### src/hdl/mem_pkg.sv
package mem_pkg;

	////////////////////////////////////////////////////////////////////////////
	// Shared word store geometry
	////////////////////////////////////////////////////////////////////////////

	// One store word holds two cartridge bytes
	localparam int WORD_W = 16;

	typedef logic [WORD_W-1:0] word_t;

	// 8K words, enough for a 16 KB image
	localparam int MEM_ADDR_W_DEFAULT = 13;

endpackage

### src/hdl/cart_pkg.sv
package cart_pkg;

	////////////////////////////////////////////////////////////////////////////
	// Download stream format
	////////////////////////////////////////////////////////////////////////////

	localparam int CART_ADDR_W = 24;

	typedef logic [CART_ADDR_W-1:0] cart_addr_t;
	typedef logic [7:0] dl_index_t;

	// Index used by the host for cheat files
	localparam dl_index_t CODE_INDEX = 8'hFF;

	// Copier header in front of some images
	localparam cart_addr_t HEADER_BYTES = 24'd512;

	// Populous signature blocks and the four words expected at offsets 6..12
	localparam cart_addr_t SIG_BLOCK_A = 24'h001F20;
	localparam cart_addr_t SIG_BLOCK_B = 24'h002120;
	localparam logic [3:0][15:0] SIG_WORDS = {16'h5355, 16'h4F4C, 16'h5550, 16'h4F50};

	// Cheat code layout, top down
	typedef logic [127:0] cheat_code_t;
	localparam int CODE_FLAGS_LSB   = 96;
	localparam int CODE_ADDR_LSB    = 64;
	localparam int CODE_COMPARE_LSB = 32;
	localparam int CODE_REPLACE_LSB = 0;

endpackage

### src/hdl/cart_loader.sv
`timescale 1ns/1ns

module cart_loader import mem_pkg::*, cart_pkg::*; #(
	parameter int MEM_ADDR_W = MEM_ADDR_W_DEFAULT
) (
	input  logic                  clk_sys,
	input  logic                  reset,
	input  logic                  dl_active,
	input  dl_index_t             dl_index,
	input  logic                  dl_valid,
	output logic                  dl_ready,
	input  word_t                 dl_data,
	input  logic                  swap,
	output logic                  wr_valid,
	input  logic                  wr_ready,
	output logic [MEM_ADDR_W-1:0] wr_addr,
	output word_t                 wr_data,
	output cart_addr_t            img_bytes,
	output logic                  sgx,
	output logic                  populous
);

	logic       cart_dl;
	logic       cart_q;
	logic       start;
	logic       take;
	cart_addr_t addr_cur;
	word_t      swapped;
	word_t      word_in;
	logic       in_block;
	logic       sig_check;
	logic [1:0] sig_off;
	logic [1:0] pop;

	// Index 0 is a plain cart, index 1 a SuperGrafx cart
	assign cart_dl = dl_active && (dl_index[5:0] <= 6'd1);
	assign start   = cart_dl && !cart_q;

	// Hold the stream off while a write waits for the store
	assign dl_ready = ~wr_valid;
	assign take     = cart_dl && dl_valid && dl_ready;
	assign addr_cur = start ? '0 : img_bytes;

	// ROM data swap reverses the bit order inside each byte
	always_comb begin
		for (int i = 0; i < 8; i++) begin
			swapped[i]     = dl_data[7 - i];
			swapped[8 + i] = dl_data[15 - i];
		end
	end

	assign word_in = swap ? swapped : dl_data;

	////////////////////////////////////////////////////////////////////////////
	// Populous signature words at offsets 6, 8, 10 and 12 of either block
	////////////////////////////////////////////////////////////////////////////

	assign in_block  = (addr_cur[CART_ADDR_W-1:4] == SIG_BLOCK_A[CART_ADDR_W-1:4]) ||
		(addr_cur[CART_ADDR_W-1:4] == SIG_BLOCK_B[CART_ADDR_W-1:4]);
	assign sig_off   = 2'(addr_cur[3:1] - 3'd3);
	assign sig_check = in_block && (addr_cur[3:1] >= 3'd3) &&
		(addr_cur[3:1] <= 3'd6);

	always_ff @(posedge clk_sys) begin
		if (reset) begin
			cart_q    <= 1'b0;
			wr_valid  <= 1'b0;
			img_bytes <= '0;
			pop       <= 2'b00;
			sgx       <= 1'b0;
		end else begin
			cart_q <= cart_dl;
			if (wr_valid && wr_ready) begin
				wr_valid  <= 1'b0;
				img_bytes <= img_bytes + 24'd2;
			end
			// New cart download restarts the image
			if (start) begin
				img_bytes <= '0;
				pop       <= 2'b11;
				sgx       <= dl_index[0];
			end
			if (take) begin
				wr_valid <= 1'b1;
				if (sig_check && (word_in != SIG_WORDS[sig_off])) begin
					pop[addr_cur[13]] <= 1'b0;
				end
			end
		end
	end

	always_ff @(posedge clk_sys) begin
		if (take) begin
			wr_addr <= addr_cur[MEM_ADDR_W:1];
			wr_data <= word_in;
		end
	end

	// Headered image shifts the signature into the other block
	assign populous = pop[img_bytes[9]];

endmodule

### config.mk
export PLATFORM = sky130hd
export DESIGN_NAME = cart_loader
export DESIGN_NICKNAME = d
export VERILOG_FILES = /design/src/hdl/mem_pkg.sv /design/src/hdl/cart_pkg.sv /design/src/hdl/cart_loader.sv
export SDC_FILE = /design/constraint.sdc
export NUM_CORES = 1
export LEC_CHECK = 0
export ABC_AREA = 1
export BUFFER_PORTS_ARGS = -buffer_cell sky130_fd_sc_hd__buf_2
export CAP_MARGIN = 20
export CORE_MARGIN = 8
export CORE_UTILIZATION = 52
export DETAILED_ROUTE_END_ITERATION = 6
export GPL_TIMING_DRIVEN = 0
export PLACE_DENSITY_LB_ADDON = 0.05
export SYNTH_ARGS = -nofsm -noshare
export SYNTH_HDL_FRONTEND = slang
export SYNTH_SLANG_ARGS = --single-unit
### constraint.sdc
create_clock -name clk_sys -period 3.6 [get_ports clk_sys]
set_clock_uncertainty 0.1 [all_clocks]
set_input_delay 1.08 -clock clk_sys [delete_from_list [all_inputs] [get_ports clk_sys]]
set_output_delay 1.08 -clock clk_sys [all_outputs]
set_load 0.005 [all_outputs]
==> impl_results.md, run 1 <==
- Final cell utilization of the core: 0.677
- Filler instances: 489
- Maximum VDD drop: 0.246 mV
- Setup repair bufs after CTS: 0
- Net load switching power: 0.298 mW
- Count of unresolved DRC violations after routing: 0
- Worst slack at placement: 0.403 ns
- Bufs on Longest Clock Path: 2
- Maximum number of pins on one net before global-route repair: 32
- Synthesis-to-layout area growth: 24.9%
- Buffer type at the clock tree root: sky130_fd_sc_hd__clkbuf_8
- Summed instance area of the synthesized netlist: 0.00301 sq mm
- Worst Path Class, Setup: input port to flop
- RePlAce Congestion: 0.932
- Post-synthesis instance total: 397
- Crit-path most repeated cell: sky130_fd_sc_hd__nor2_1
- Cell breakdown of the critical path: buf_2, nor2_1, nand4_2, nand2_1, inv_1, ha_1, nand3b_1, nand2_1, nand3_1, nor2_1, nand3_1, nand3_1, nor2_1, nor2_1
- Met3 usage in global routing: 0.0636
- Overall global routing resource usage: 0.180
- Overall overflow remaining after global route: 0
- Post-CTS clock slew at the launch and capture registers of the worst setup and hold paths: 0.06 ns
- HPWL after DPL: 5790 microns
- Relative contribution of the clock network to total power: 0.481
- Number of distinct library cells after synthesis: 31
- Final Slew Violations: 0
- Overall Power: 1.47 mW
- Power density of the placed cells: 391 mW/mm^2
- Core Rows: 27
- Clock tree sinks: 57
- DR pass1 iterations: 5
- Arrival time at the worst endpoint: 3.06 ns
- Most Crowded Layer GR: met2
- Die boundary height: 92.0 microns
- TritonCTS clock tree: done
- Final Hold Vio Count: 0
- Tcrit/Tclk final: 0.803
- Number of global-route vias before repair: 2654
- Initial standard-cell utilization of the core: 0.542
- Later-pin clock latency in the skew report: 0.33 ns
- Final worst-path setup slack: 0.710 ns
- Time the final worst path needs with I/O delays and setup: 2.89 ns
- Post-detailed-route via-to-cell ratio: 5.08
- Critical path data required time: 3.77 ns
- Antenna Violating Nets Remaining: 0
- Number of synthesized register bits: 57
- Placed inst area: 0.00352 sq mm
- Number of enable flip-flop cells after synthesis: 29
- Maximum fanout encountered on the critical timing path: 9
- Max Freq: 346 MHz
- H-tree lvl count: 3
- Number of top-level pins: 87
- Internal Pwr Total: 1.17 mW
- Part of the total power dissipated in sequential elements: 0.466
- Yosys warning total: 0
- Placed Cells incl. Taps: 552
- Clock buffers created by TritonCTS: 9
- Ant diodes: 0
- CORE AREA: 0.00554 sq mm
- RSZ-0062 raised after global routing: false
- Aggregate negative setup slack: 0 ns
- Most numerous cell in the Yosys netlist: sky130_fd_sc_hd__nand2_1
- Top cells by area in the synthesized netlist: sky130_fd_sc_hd__edfxtp_1, sky130_fd_sc_hd__dfxtp_1, sky130_fd_sc_hd__nand2_1
- Fraction of met1 tracks used by global routing: 0.226
- Delay of the slowest cell on the worst path: 0.30 ns
- CP Launch Type: input port
- Leak Pwr: 1.75 nW
- Post-CTS resize count: 0
- Layout cells sized above 1: 0.250
- Slowest stage cell, crit path: sky130_fd_sc_hd__nand4_2
- Mean Syn Cell Area: 7.57 sq um
- Share of flip-flops with an asynchronous set or reset after synthesis: 0
- Initial DRC Count: 219
- Setup violations, final: 0
- Number of antenna violations at the first check in global routing: 0
- Setup crit end kind: flop
- Cell family with most CP delay: simple AND/OR/NAND/NOR gates
- Maximum Capacitance Violations: 0
- CTS Hold Buffers Added: 0
- Count of buffer and inverter cells on the critical path: 2
- Synthesized netlist net count: 434
- Most common library cells after synthesis: sky130_fd_sc_hd__nand2_1, sky130_fd_sc_hd__inv_1, sky130_fd_sc_hd__nor2_1, sky130_fd_sc_hd__edfxtp_1, sky130_fd_sc_hd__dfxtp_1
- M2 GR Usage: 0.269
- Final instance count without filler cells: 568
- Proportion of netlist area held by the largest area contributor: 0.290
- Sequential fraction of the synthesis area: 0.476
- Die X-Extent: 92.0 microns
- Full die area: 0.00847 sq mm
- Detailed-route wire length: 7640 microns
- Hold crit path type: flop to flop
- Power share of the combinational group: 0.054
- # port buffers: 83
- Smallest hold slack: 0.403 ns
- Via total after detailed routing: 2883
- Final net count: 528
- Slew margin rel.: 0.430
- Result of the run: completed
- Fin area: 0.00375 sq mm
- Slew of the pin with the lowest slew margin: 0.852 ns
- Wire length of the first global-routing pass: 12300 microns
- WL/cell: 13.4 microns
- Fraction of power spent switching nets: 0.203
- Most common flop cell mapped by yosys: sky130_fd_sc_hd__edfxtp_1
- Most area-hungry cell type in the Yosys netlist: sky130_fd_sc_hd__edfxtp_1
worst paths after layout:
path / from / endpoint / slack, ns / cells past startpoint
hold reg to reg: img_bytes[17] / img_bytes[17] / 0.40 / 2
hold / removal: img_bytes[17] / img_bytes[17] / 0.40 / 2
setup reg to reg: cart_q / pop[0] / 1.42 / 13
setup / recovery: dl_index[4] / pop[0] / 0.71 / 14
registers in the layout (all words and copies together) (netlist names):
signal     flops
cart_q         1
img_bytes     23
pop            2
sgx            1
wr_addr       13
wr_data       16
wr_valid       1
worst min-delay path, cell delays in order (launching register included):
cell and delay [ns]:
sky130_fd_sc_hd__dfxtp_1 0.32, sky130_fd_sc_hd__inv_1 0.08, sky130_fd_sc_hd__a21oi_1 0.06
layout make-up:
type                            instances  area [sq um]  area share
Timing Repair Buffer                   83           415       0.111
Sequential cell                        57          1430       0.381
Buffer                                  6          37.5      0.0100
Clock buffer                           10           128      0.0340
Tap cell                               72          90.1      0.0240
Inverter                               64           240      0.0640
Clock inverter                          6           106      0.0283
Multi-Input combinational cell        270          1300       0.347
per-layer routing:
layer,vias up,routed length [microns]
met5,-,0
li1,1448,-
met2,126,3360
met1,1292,3330
met3,17,803
met4,0,151
placed cells by master, fill, tap and decap left out, drive strengths merged:
master,Yosys,final
nand2,123,123
buf,6,89
inv,63,63
nor2,51,51
edfxtp,29,29
dfxtp,28,28
nand3,27,27
a21oi,17,17
o21ai,14,14
clkbuf,0,10
nor3,10,10
nand4,8,8
ha,7,7
xor2,3,3
bufinv,0,3
clkinv,1,3
nand3b,2,2
o21a,2,2
or2,2,2
and2,1,1
a211oi,1,1
nor4,1,1
conb,1,1
clkinvlp,0,1
power by group through the flow:
stage / clock network [mW] / logic [mW] / registers (mW)
finish: 0.705 / 0.0786 / 0.683
global route: 0.749 / 0.0887 / 0.683
CTS: 0.714 / 0.0783 / 0.683
detailed placement: 0 / 0.0775 / 0.697
global placement: 0 / 0.0755 / 0.697
floorplan: 0 / 0.0461 / 0.697
kinds of logic (layout without fill, tap and decap cells):
| family | after synthesis | in the layout | synth area share |
|---|---|---|---|
| adders and majority gates | 7 | 7 | 0.0291 |
| xor gates and xnor gates | 3 | 3 | 0.00874 |
| and+or+nand+nor | 225 | 225 | 0.333 |
| AOI/OAI and AO/OA | 34 | 34 | 0.0591 |
| other | 1 | 1 | 0.00125 |
| buffers and inverters | 70 | 169 | 0.0924 |
| DFF | 57 | 57 | 0.476 |
Power figures use the tool's default switching activity.
==> run 2: changes to the inputs <==
--- a/config.mk
+++ b/config.mk
@@ -5,11 +5,11 @@
 export SDC_FILE = /design/constraint.sdc
 export NUM_CORES = 1
 export LEC_CHECK = 0
-export ABC_AREA = 1
+export ABC_AREA = 0
 export BUFFER_PORTS_ARGS = -buffer_cell sky130_fd_sc_hd__buf_2
 export CAP_MARGIN = 20
 export CORE_MARGIN = 8
-export CORE_UTILIZATION = 52
+export CORE_UTILIZATION = 51
 export DETAILED_ROUTE_END_ITERATION = 6
 export GPL_TIMING_DRIVEN = 0
 export PLACE_DENSITY_LB_ADDON = 0.05
==> constraint.sdc (replaced) <==
create_clock -name clk_sys -period 2.87 [get_ports clk_sys]
set_clock_uncertainty 0.1 [all_clocks]
set_input_delay 0.861 -clock clk_sys [delete_from_list [all_inputs] [get_ports clk_sys]]
set_output_delay 0.861 -clock clk_sys [all_outputs]
set_load 0.005 [all_outputs]
==> run 2 against run 1 <==
Against the previous run:
- the flow now finishes with violations (setup timing)
- clock-buffer cell count up 1
- final area down 0.30%
- combinational power increased by 28%
- first-iteration DRC count is 37% lower
- worst hold slack got worse by 0.033 ns
- largest cell class unchanged
- register-to-register slack lost 0.78 ns
- clock power up 22%
- worst setup slack lost 0.91 ns
- global-route usage shrank 1.0 points
==> impl_results.md, run 2 <==
- Result of the run: complete, but fails checks
- Failing checks: setup timing
- CP Launch Type: input port
- Overall global routing resource usage: 0.170
- Die X-Extent: 89.6 microns
- RSZ-0062 raised after global routing: true
- Power density of the placed cells: 486 mW/mm^2
- H-tree lvl count: 3
- Core Rows: 26
- Wire length of the first global-routing pass: 10400 microns
- DR pass1 iterations: 4
- Detailed-route wire length: 6510 microns
- Cell count of the worst reg-to-reg path: 7
- M2 GR Usage: 0.255
- Flip-flop count of the largest register, all copies and words added: 23
- Final Hold Vio Count: 0
- Clock tree sinks: 57
- Leak Pwr: 1.47 nW
- Full die area: 0.00803 sq mm
- Slew of the pin with the lowest slew margin: 0.638 ns
- Initial standard-cell utilization of the core: 0.534
- Clock buffers created by TritonCTS: 9
- Critical path data required time: 3.02 ns
- HPWL after DPL: 4760 microns
- Share of flip-flops with an asynchronous set or reset after synthesis: 0
- Later-pin clock latency in the skew report: 0.33 ns
- Summed instance area of the synthesized netlist: 0.00276 sq mm
- Time the final worst path needs with I/O delays and setup: 3.07 ns
- Post-detailed-route via-to-cell ratio: 5.17
- Yosys warning total: 0
- Post-synthesis instance total: 251
- Beginning of the worst register-to-register path: cart_q
- Hold Crit Start: pop[1]
- Placed inst area: 0.00329 sq mm
- Via total after detailed routing: 2206
- Tcrit/Tclk final: 1.07
- Bufs on Longest Clock Path: 2
- Maximum number of pins on one net before global-route repair: 15
- WL/cell: 15.3 microns
- Most common flop cell mapped by yosys: sky130_fd_sc_hd__edfxtp_1
- Largest Register: img_bytes
- Maximum Capacitance Violations: 0
- Slew margin rel.: 0.572
- Maximum fanout encountered on the critical timing path: 4
- Register Area: 0.00143 sq mm
- Fin area: 0.00374 sq mm
- Worst Path Class, Setup: input port to flop
- # port buffers: 83
- Fraction of met1 tracks used by global routing: 0.225
- Number of enable flip-flop cells after synthesis: 29
- Synthesis-to-layout area growth: 35.5%
- Count of unresolved DRC violations after routing: 0
- Final Slew Violations: 0
- Arrival time at the worst endpoint: 3.21 ns
- Filler instances: 410
- Number of synthesized register bits: 57
- Antenna Violating Nets Remaining: 0
- Critical path launch point: dl_index[4]
- Sequential fraction of the synthesis area: 0.518
- Synthesized netlist net count: 288
- Number of distinct library cells after synthesis: 47
- Max Freq: 326 MHz
- CORE AREA: 0.00517 sq mm
- Number of antenna violations at the first check in global routing: 0
- Buffer type at the clock tree root: sky130_fd_sc_hd__clkbuf_8
- Ant diodes: 0
- Proportion of netlist area held by the largest area contributor: 0.315
- Largest registers in the final layout: img_bytes x23, wr_data x16, wr_addr x13
- TritonCTS clock tree: done
- CTS Hold Buffers Added: 0
- Initial DRC Count: 138
- Most common library cells after synthesis: sky130_fd_sc_hd__edfxtp_1, sky130_fd_sc_hd__nor2_1, sky130_fd_sc_hd__dfxtp_1, sky130_fd_sc_hd__mux2_2, sky130_fd_sc_hd__nand2_1
- Layout cells sized above 1: 0.423
- Die boundary height: 89.6 microns
- Number of top-level pins: 87
- Final net count: 389
- Maximum VDD drop: 0.362 mV
- Most used cells in the layout excluding fill and tap cells: sky130_fd_sc_hd__buf_2, sky130_fd_sc_hd__nor2_1, sky130_fd_sc_hd__edfxtp_1
- Most area-hungry cell type in the Yosys netlist: sky130_fd_sc_hd__edfxtp_1
- Met3 usage in global routing: 0.0428
- Most Crowded Layer GR: met2
- Number of global-route vias before repair: 2185
- Most common cell after layout, fill and taps aside: sky130_fd_sc_hd__buf_2
- Hold crit path type: flop to flop
- Cell depth of the worst hold path: 2
- Final worst-path setup slack: -0.197 ns
- Setup crit end kind: flop
- Total area of multi-input combinational cells: 0.00141 sq mm
- Mean Syn Cell Area: 11.0 sq um
- Final cell utilization of the core: 0.723
- Top cells by area in the synthesized netlist: sky130_fd_sc_hd__edfxtp_1, sky130_fd_sc_hd__dfxtp_1, sky130_fd_sc_hd__mux2_2
- RePlAce Congestion: 0.780
- Overall overflow remaining after global route: 0
- Setup violations, final: 2
- Post-CTS clock slew at the launch and capture registers of the worst setup and hold paths: 0.06 ns
-- run 2: changes by cell type in the layout (fill, tap and decap cells not counted), sizes merged, moves of 10 or more --
cell | previous run | this run
mux2 | 0 | 16
xor2 | 3 | 13
nand3 | 27 | 7
nand2 | 123 | 15
nor2 | 51 | 29
inv | 63 | 11
a21oi | 17 | 5
-- run 2: logic make-up after synthesis --
| kind of cell | Yosys count | share of synthesized area |
|---|---|---|
| compound gates | 22 | 0.0553 |
| simple gates | 106 | 0.224 |
| xor+xnor | 22 | 0.0698 |
| other cells | 1 | 0.00136 |
| fa+ha+maj | 7 | 0.0317 |
| mux | 18 | 0.0725 |
| buf+inv | 18 | 0.0272 |
| flops | 57 | 0.518 |
-- run 2: repair_timing --
action,4_1_cts,5_1_grt
setup endpoints to repair,2,2
buffers inserted,5,2
gates resized for setup,19,19
pin swaps,11,12
endpoints found under the hold margin,0,0
-- run 2: cell type report --
class,count,share of cell area
Timing Repair Buffer,92,0.136
Sequential cell,57,0.383
Clock inverter,5,0.0204
Inverter,10,0.0120
Multi-Input combinational cell,176,0.377
Clock buffer,11,0.0405
Buffer,6,0.00803
Tap cell,70,0.0234
-- run 2: critical path, cell delays in order --
cell and delay (ns):
sky130_fd_sc_hd__buf_6 0.09, sky130_fd_sc_hd__or4_4 0.57, sky130_fd_sc_hd__or3_4 0.44, sky130_fd_sc_hd__nand2_8 0.13, sky130_fd_sc_hd__ha_4 0.22, sky130_fd_sc_hd__xor2_2 0.14, sky130_fd_sc_hd__nor4b_2 0.28, sky130_fd_sc_hd__a41oi_2 0.21
sky130_fd_sc_hd__a221oi_2 0.27
-- run 2: path summary, 6_finish.rpt --
| path | to | slack [ns] |
|---|---|---|
| setup / recovery | pop[0] | -0.20 |
| setup reg to reg | pop[0] | 0.64 |
| hold / removal | pop[1] | 0.37 |
| hold reg to reg | pop[1] | 0.37 |
-- run 2: per-stage QoR --
step / total power, mW / hold slack (ns) / worst slack [ns] / instances / TNS (ns)
after floorplan: 0.925 / 0.337 / -0.648 / 251 / -5.13
after global placement: 0.963 / 0.358 / -1.23 / 404 / -21.84
after detailed placement: 0.966 / 0.361 / -1.17 / 406 / -2.46
after CTS: 1.82 / 0.371 / -0.234 / 426 / -0.466
after global routing: 1.88 / 0.405 / -0.293 / 427 / -0.560
final: 1.82 / 0.370 / -0.197 / 427 / -0.381
-- run 2: power breakdown --
part	switching (mW)	leakage (nW)	internal (mW)	total (mW)
Sequential	0.000981	0.475	0.856	0.857
Clock	0.327	0.120	0.534	0.860
Combinational	0.0507	0.874	0.0506	0.101
-- run 2: metal layers --
metal | up-vias | part of all wire
li1 | 1106 | -
met1 | 1020 | 0.48
met4 | 0 | 0.017
met3 | 9 | 0.077
met2 | 71 | 0.43
met5 | - | 0
==> run 3: changes to the inputs <==
--- a/config.mk
+++ b/config.mk
@@ -12,7 +12,8 @@
 export CORE_UTILIZATION = 51
 export DETAILED_ROUTE_END_ITERATION = 6
 export GPL_TIMING_DRIVEN = 0
-export PLACE_DENSITY_LB_ADDON = 0.05
+export PLACE_DENSITY = 0.8
+export REMOVE_ABC_BUFFERS = 1
 export SYNTH_ARGS = -nofsm -noshare
 export SYNTH_HDL_FRONTEND = slang
 export SYNTH_SLANG_ARGS = --single-unit
==> constraint.sdc (replaced) <==
create_clock -name clk_sys -period 2.87 [get_ports clk_sys]
set_clock_uncertainty 0.1 [all_clocks]
set_input_delay 0.4305 -clock clk_sys [delete_from_list [all_inputs] [get_ports clk_sys]]
set_output_delay 0.4305 -clock clk_sys [all_outputs]
set_load 0.005 [all_outputs]
==> run 3 against run 2 <==
Against the previous run:
- the flow now finishes without violations
- critical path type unchanged
- die area is the same
- final area shrank 7.6%
- sequential power is essentially flat
- flip-flop and latch count is the same
==> impl_results.md, run 3 (synthesized netlist as in run 2, its figures left out) <==
- TritonCTS clock tree: done
- Buffer type at the clock tree root: sky130_fd_sc_hd__clkbuf_8
- Ant diodes: 0
- CTS Hold Buffers Added: 0
- H-tree lvl count: 3
- # port buffers: 83
- Full die area: 0.00803 sq mm
- Arrival time at the worst endpoint: 2.85 ns
- Core Rows: 26
- Number of top-level pins: 87
- Number of antenna violations at the first check in global routing: 0
- Later-pin clock latency in the skew report: 0.32 ns
- Worst Path Class, Setup: input port to flop
- Initial DRC Count: 86
- Result of the run: completed
- Most common cell after layout, fill and taps aside: sky130_fd_sc_hd__buf_2
- Max Freq: 364 MHz
- Flip-flop count of the largest register, all copies and words added: 23
- Layout cells sized above 1: 0.357
- Maximum fanout encountered on the critical timing path: 4
- Post-CTS clock slew at the launch and capture registers of the worst setup and hold paths: 0.06 ns
- Post-detailed-route via-to-cell ratio: 5.25
- Worst slack at placement: -0.729 ns
- Fin area: 0.00346 sq mm
- Final cell utilization of the core: 0.668
- Setup violations, final: 0
- CP Launch Type: input port
- Clock buffers created by TritonCTS: 9
- Wire length of the first global-routing pass: 10000 microns
- Register Area: 0.00143 sq mm
- Final Hold Vio Count: 0
- Time the final worst path needs with I/O delays and setup: 2.75 ns
- Critical path data required time: 2.97 ns
- Power density of the placed cells: 452 mW/mm^2
- Filler instances: 404
- Number of global-route vias before repair: 2101
- Largest registers in the final layout: img_bytes x23, wr_data x16, wr_addr x13
- Overall overflow remaining after global route: 0
- Leak Pwr: 1.36 nW
- Cell depth of the worst hold path: 3
- Die X-Extent: 89.6 microns
- Final worst-path setup slack: 0.120 ns
- Overall global routing resource usage: 0.163
- Final net count: 377
- Smallest hold slack: 0.243 ns
- Cell count of the worst reg-to-reg path: 4
- Clock tree sinks: 57
- Placed inst area: 0.00324 sq mm
- Most used cells in the layout excluding fill and tap cells: sky130_fd_sc_hd__buf_2, sky130_fd_sc_hd__nor2_1, sky130_fd_sc_hd__edfxtp_1
- Synthesis-to-layout area growth: 25.1%
- Total area of multi-input combinational cells: 0.00130 sq mm
- DR pass1 iterations: 4
- Final Slew Violations: 0
- Slew of the pin with the lowest slew margin: 0.993 ns
- RePlAce Congestion: 0.817
- Maximum number of pins on one net before global-route repair: 25
- Maximum VDD drop: 0.287 mV
- Hold crit path type: input port to flop
- Die boundary height: 89.6 microns
- Bufs on Longest Clock Path: 2
- WL/cell: 14.9 microns
- HPWL after DPL: 4630 microns
- Slew margin rel.: 0.333
- Setup crit end kind: flop
- Detailed-route wire length: 6200 microns
- Via total after detailed routing: 2177
- Largest Register: img_bytes
- Maximum Capacitance Violations: 0
- Antenna Violating Nets Remaining: 0
- Initial standard-cell utilization of the core: 0.534
- Tcrit/Tclk final: 0.958
- CORE AREA: 0.00517 sq mm
- Count of unresolved DRC violations after routing: 0
run 3: changes by cell type in the layout (fill, tap and decap cells not counted), sizes merged:
cell | previous run | this run
buf | 97 | 86
clkinv | 2 | 1
inv | 11 | 10
clkbuf | 12 | 15
bufinv | 2 | 0
run 3: worst max-delay path, stage by stage:
cell and delay [ns]:
sky130_fd_sc_hd__buf_2 0.09, sky130_fd_sc_hd__or4_4 0.58, sky130_fd_sc_hd__or3_4 0.42, sky130_fd_sc_hd__nand2_2 0.14, sky130_fd_sc_hd__inv_1 0.11, sky130_fd_sc_hd__ha_1 0.23
sky130_fd_sc_hd__nor2b_1 0.14, sky130_fd_sc_hd__a221oi_1 0.27, sky130_fd_sc_hd__a31oi_1 0.09, sky130_fd_sc_hd__a41oi_2 0.25, sky130_fd_sc_hd__a221oi_1 0.11
run 3: per-stage QoR:
step	instances	power [mW]	setup TNS, ns
2_1_floorplan	243	0.919	-0.444
3_3_place_gp	396	0.958	-7.14
3_5_place_dp	397	0.961	-1.45
4_1_cts	414	1.58	0
5_1_grt	415	1.62	-0.0675
6_report	415	1.56	0
run 3: layout make-up:
cell class                      instances  share of cell area
Tap cell                               70              0.0253
Multi-Input combinational cell        176               0.375
Clock buffer                           15              0.0453
Timing Repair Buffer                   86               0.128
Inverter                               10              0.0109
Clock inverter                          1             0.00109
Sequential cell                        57               0.414
run 3: timing repair:
action | CTS | global route
pin swaps | 1 | 1
setup buffers | 1 | 1
resized for setup | 4 | 4
endpoints found under the setup margin | 2 | 2
run 3: worst paths after layout:
kind / from / to / slack (ns)
setup / recovery: dl_index[4] / pop[1] / 0.12
setup reg to reg: wr_valid / pop[1] / 0.47
hold reg to reg: pop[1] / pop[1] / 0.38
hold / removal: dl_index[0] / sgx / 0.24
run 3: layer usage:
metal	GRT usage	vias to the layer above	share of wire
met3	0.0419	12	0.093
met4	0.0952	0	0.021
met2	0.275	81	0.48
met1	0.182	999	0.40
li1	-	1085	-
met5	0	-	0
run 3: power by group:
part           leakage [nW]  total (mW)  switching [mW]  internal [mW]
logic                 0.804      0.0871          0.0445         0.0427
clock network        0.0794       0.617           0.281          0.336
registers             0.475       0.858         0.00105          0.857
total                  1.36        1.56           0.327           1.24
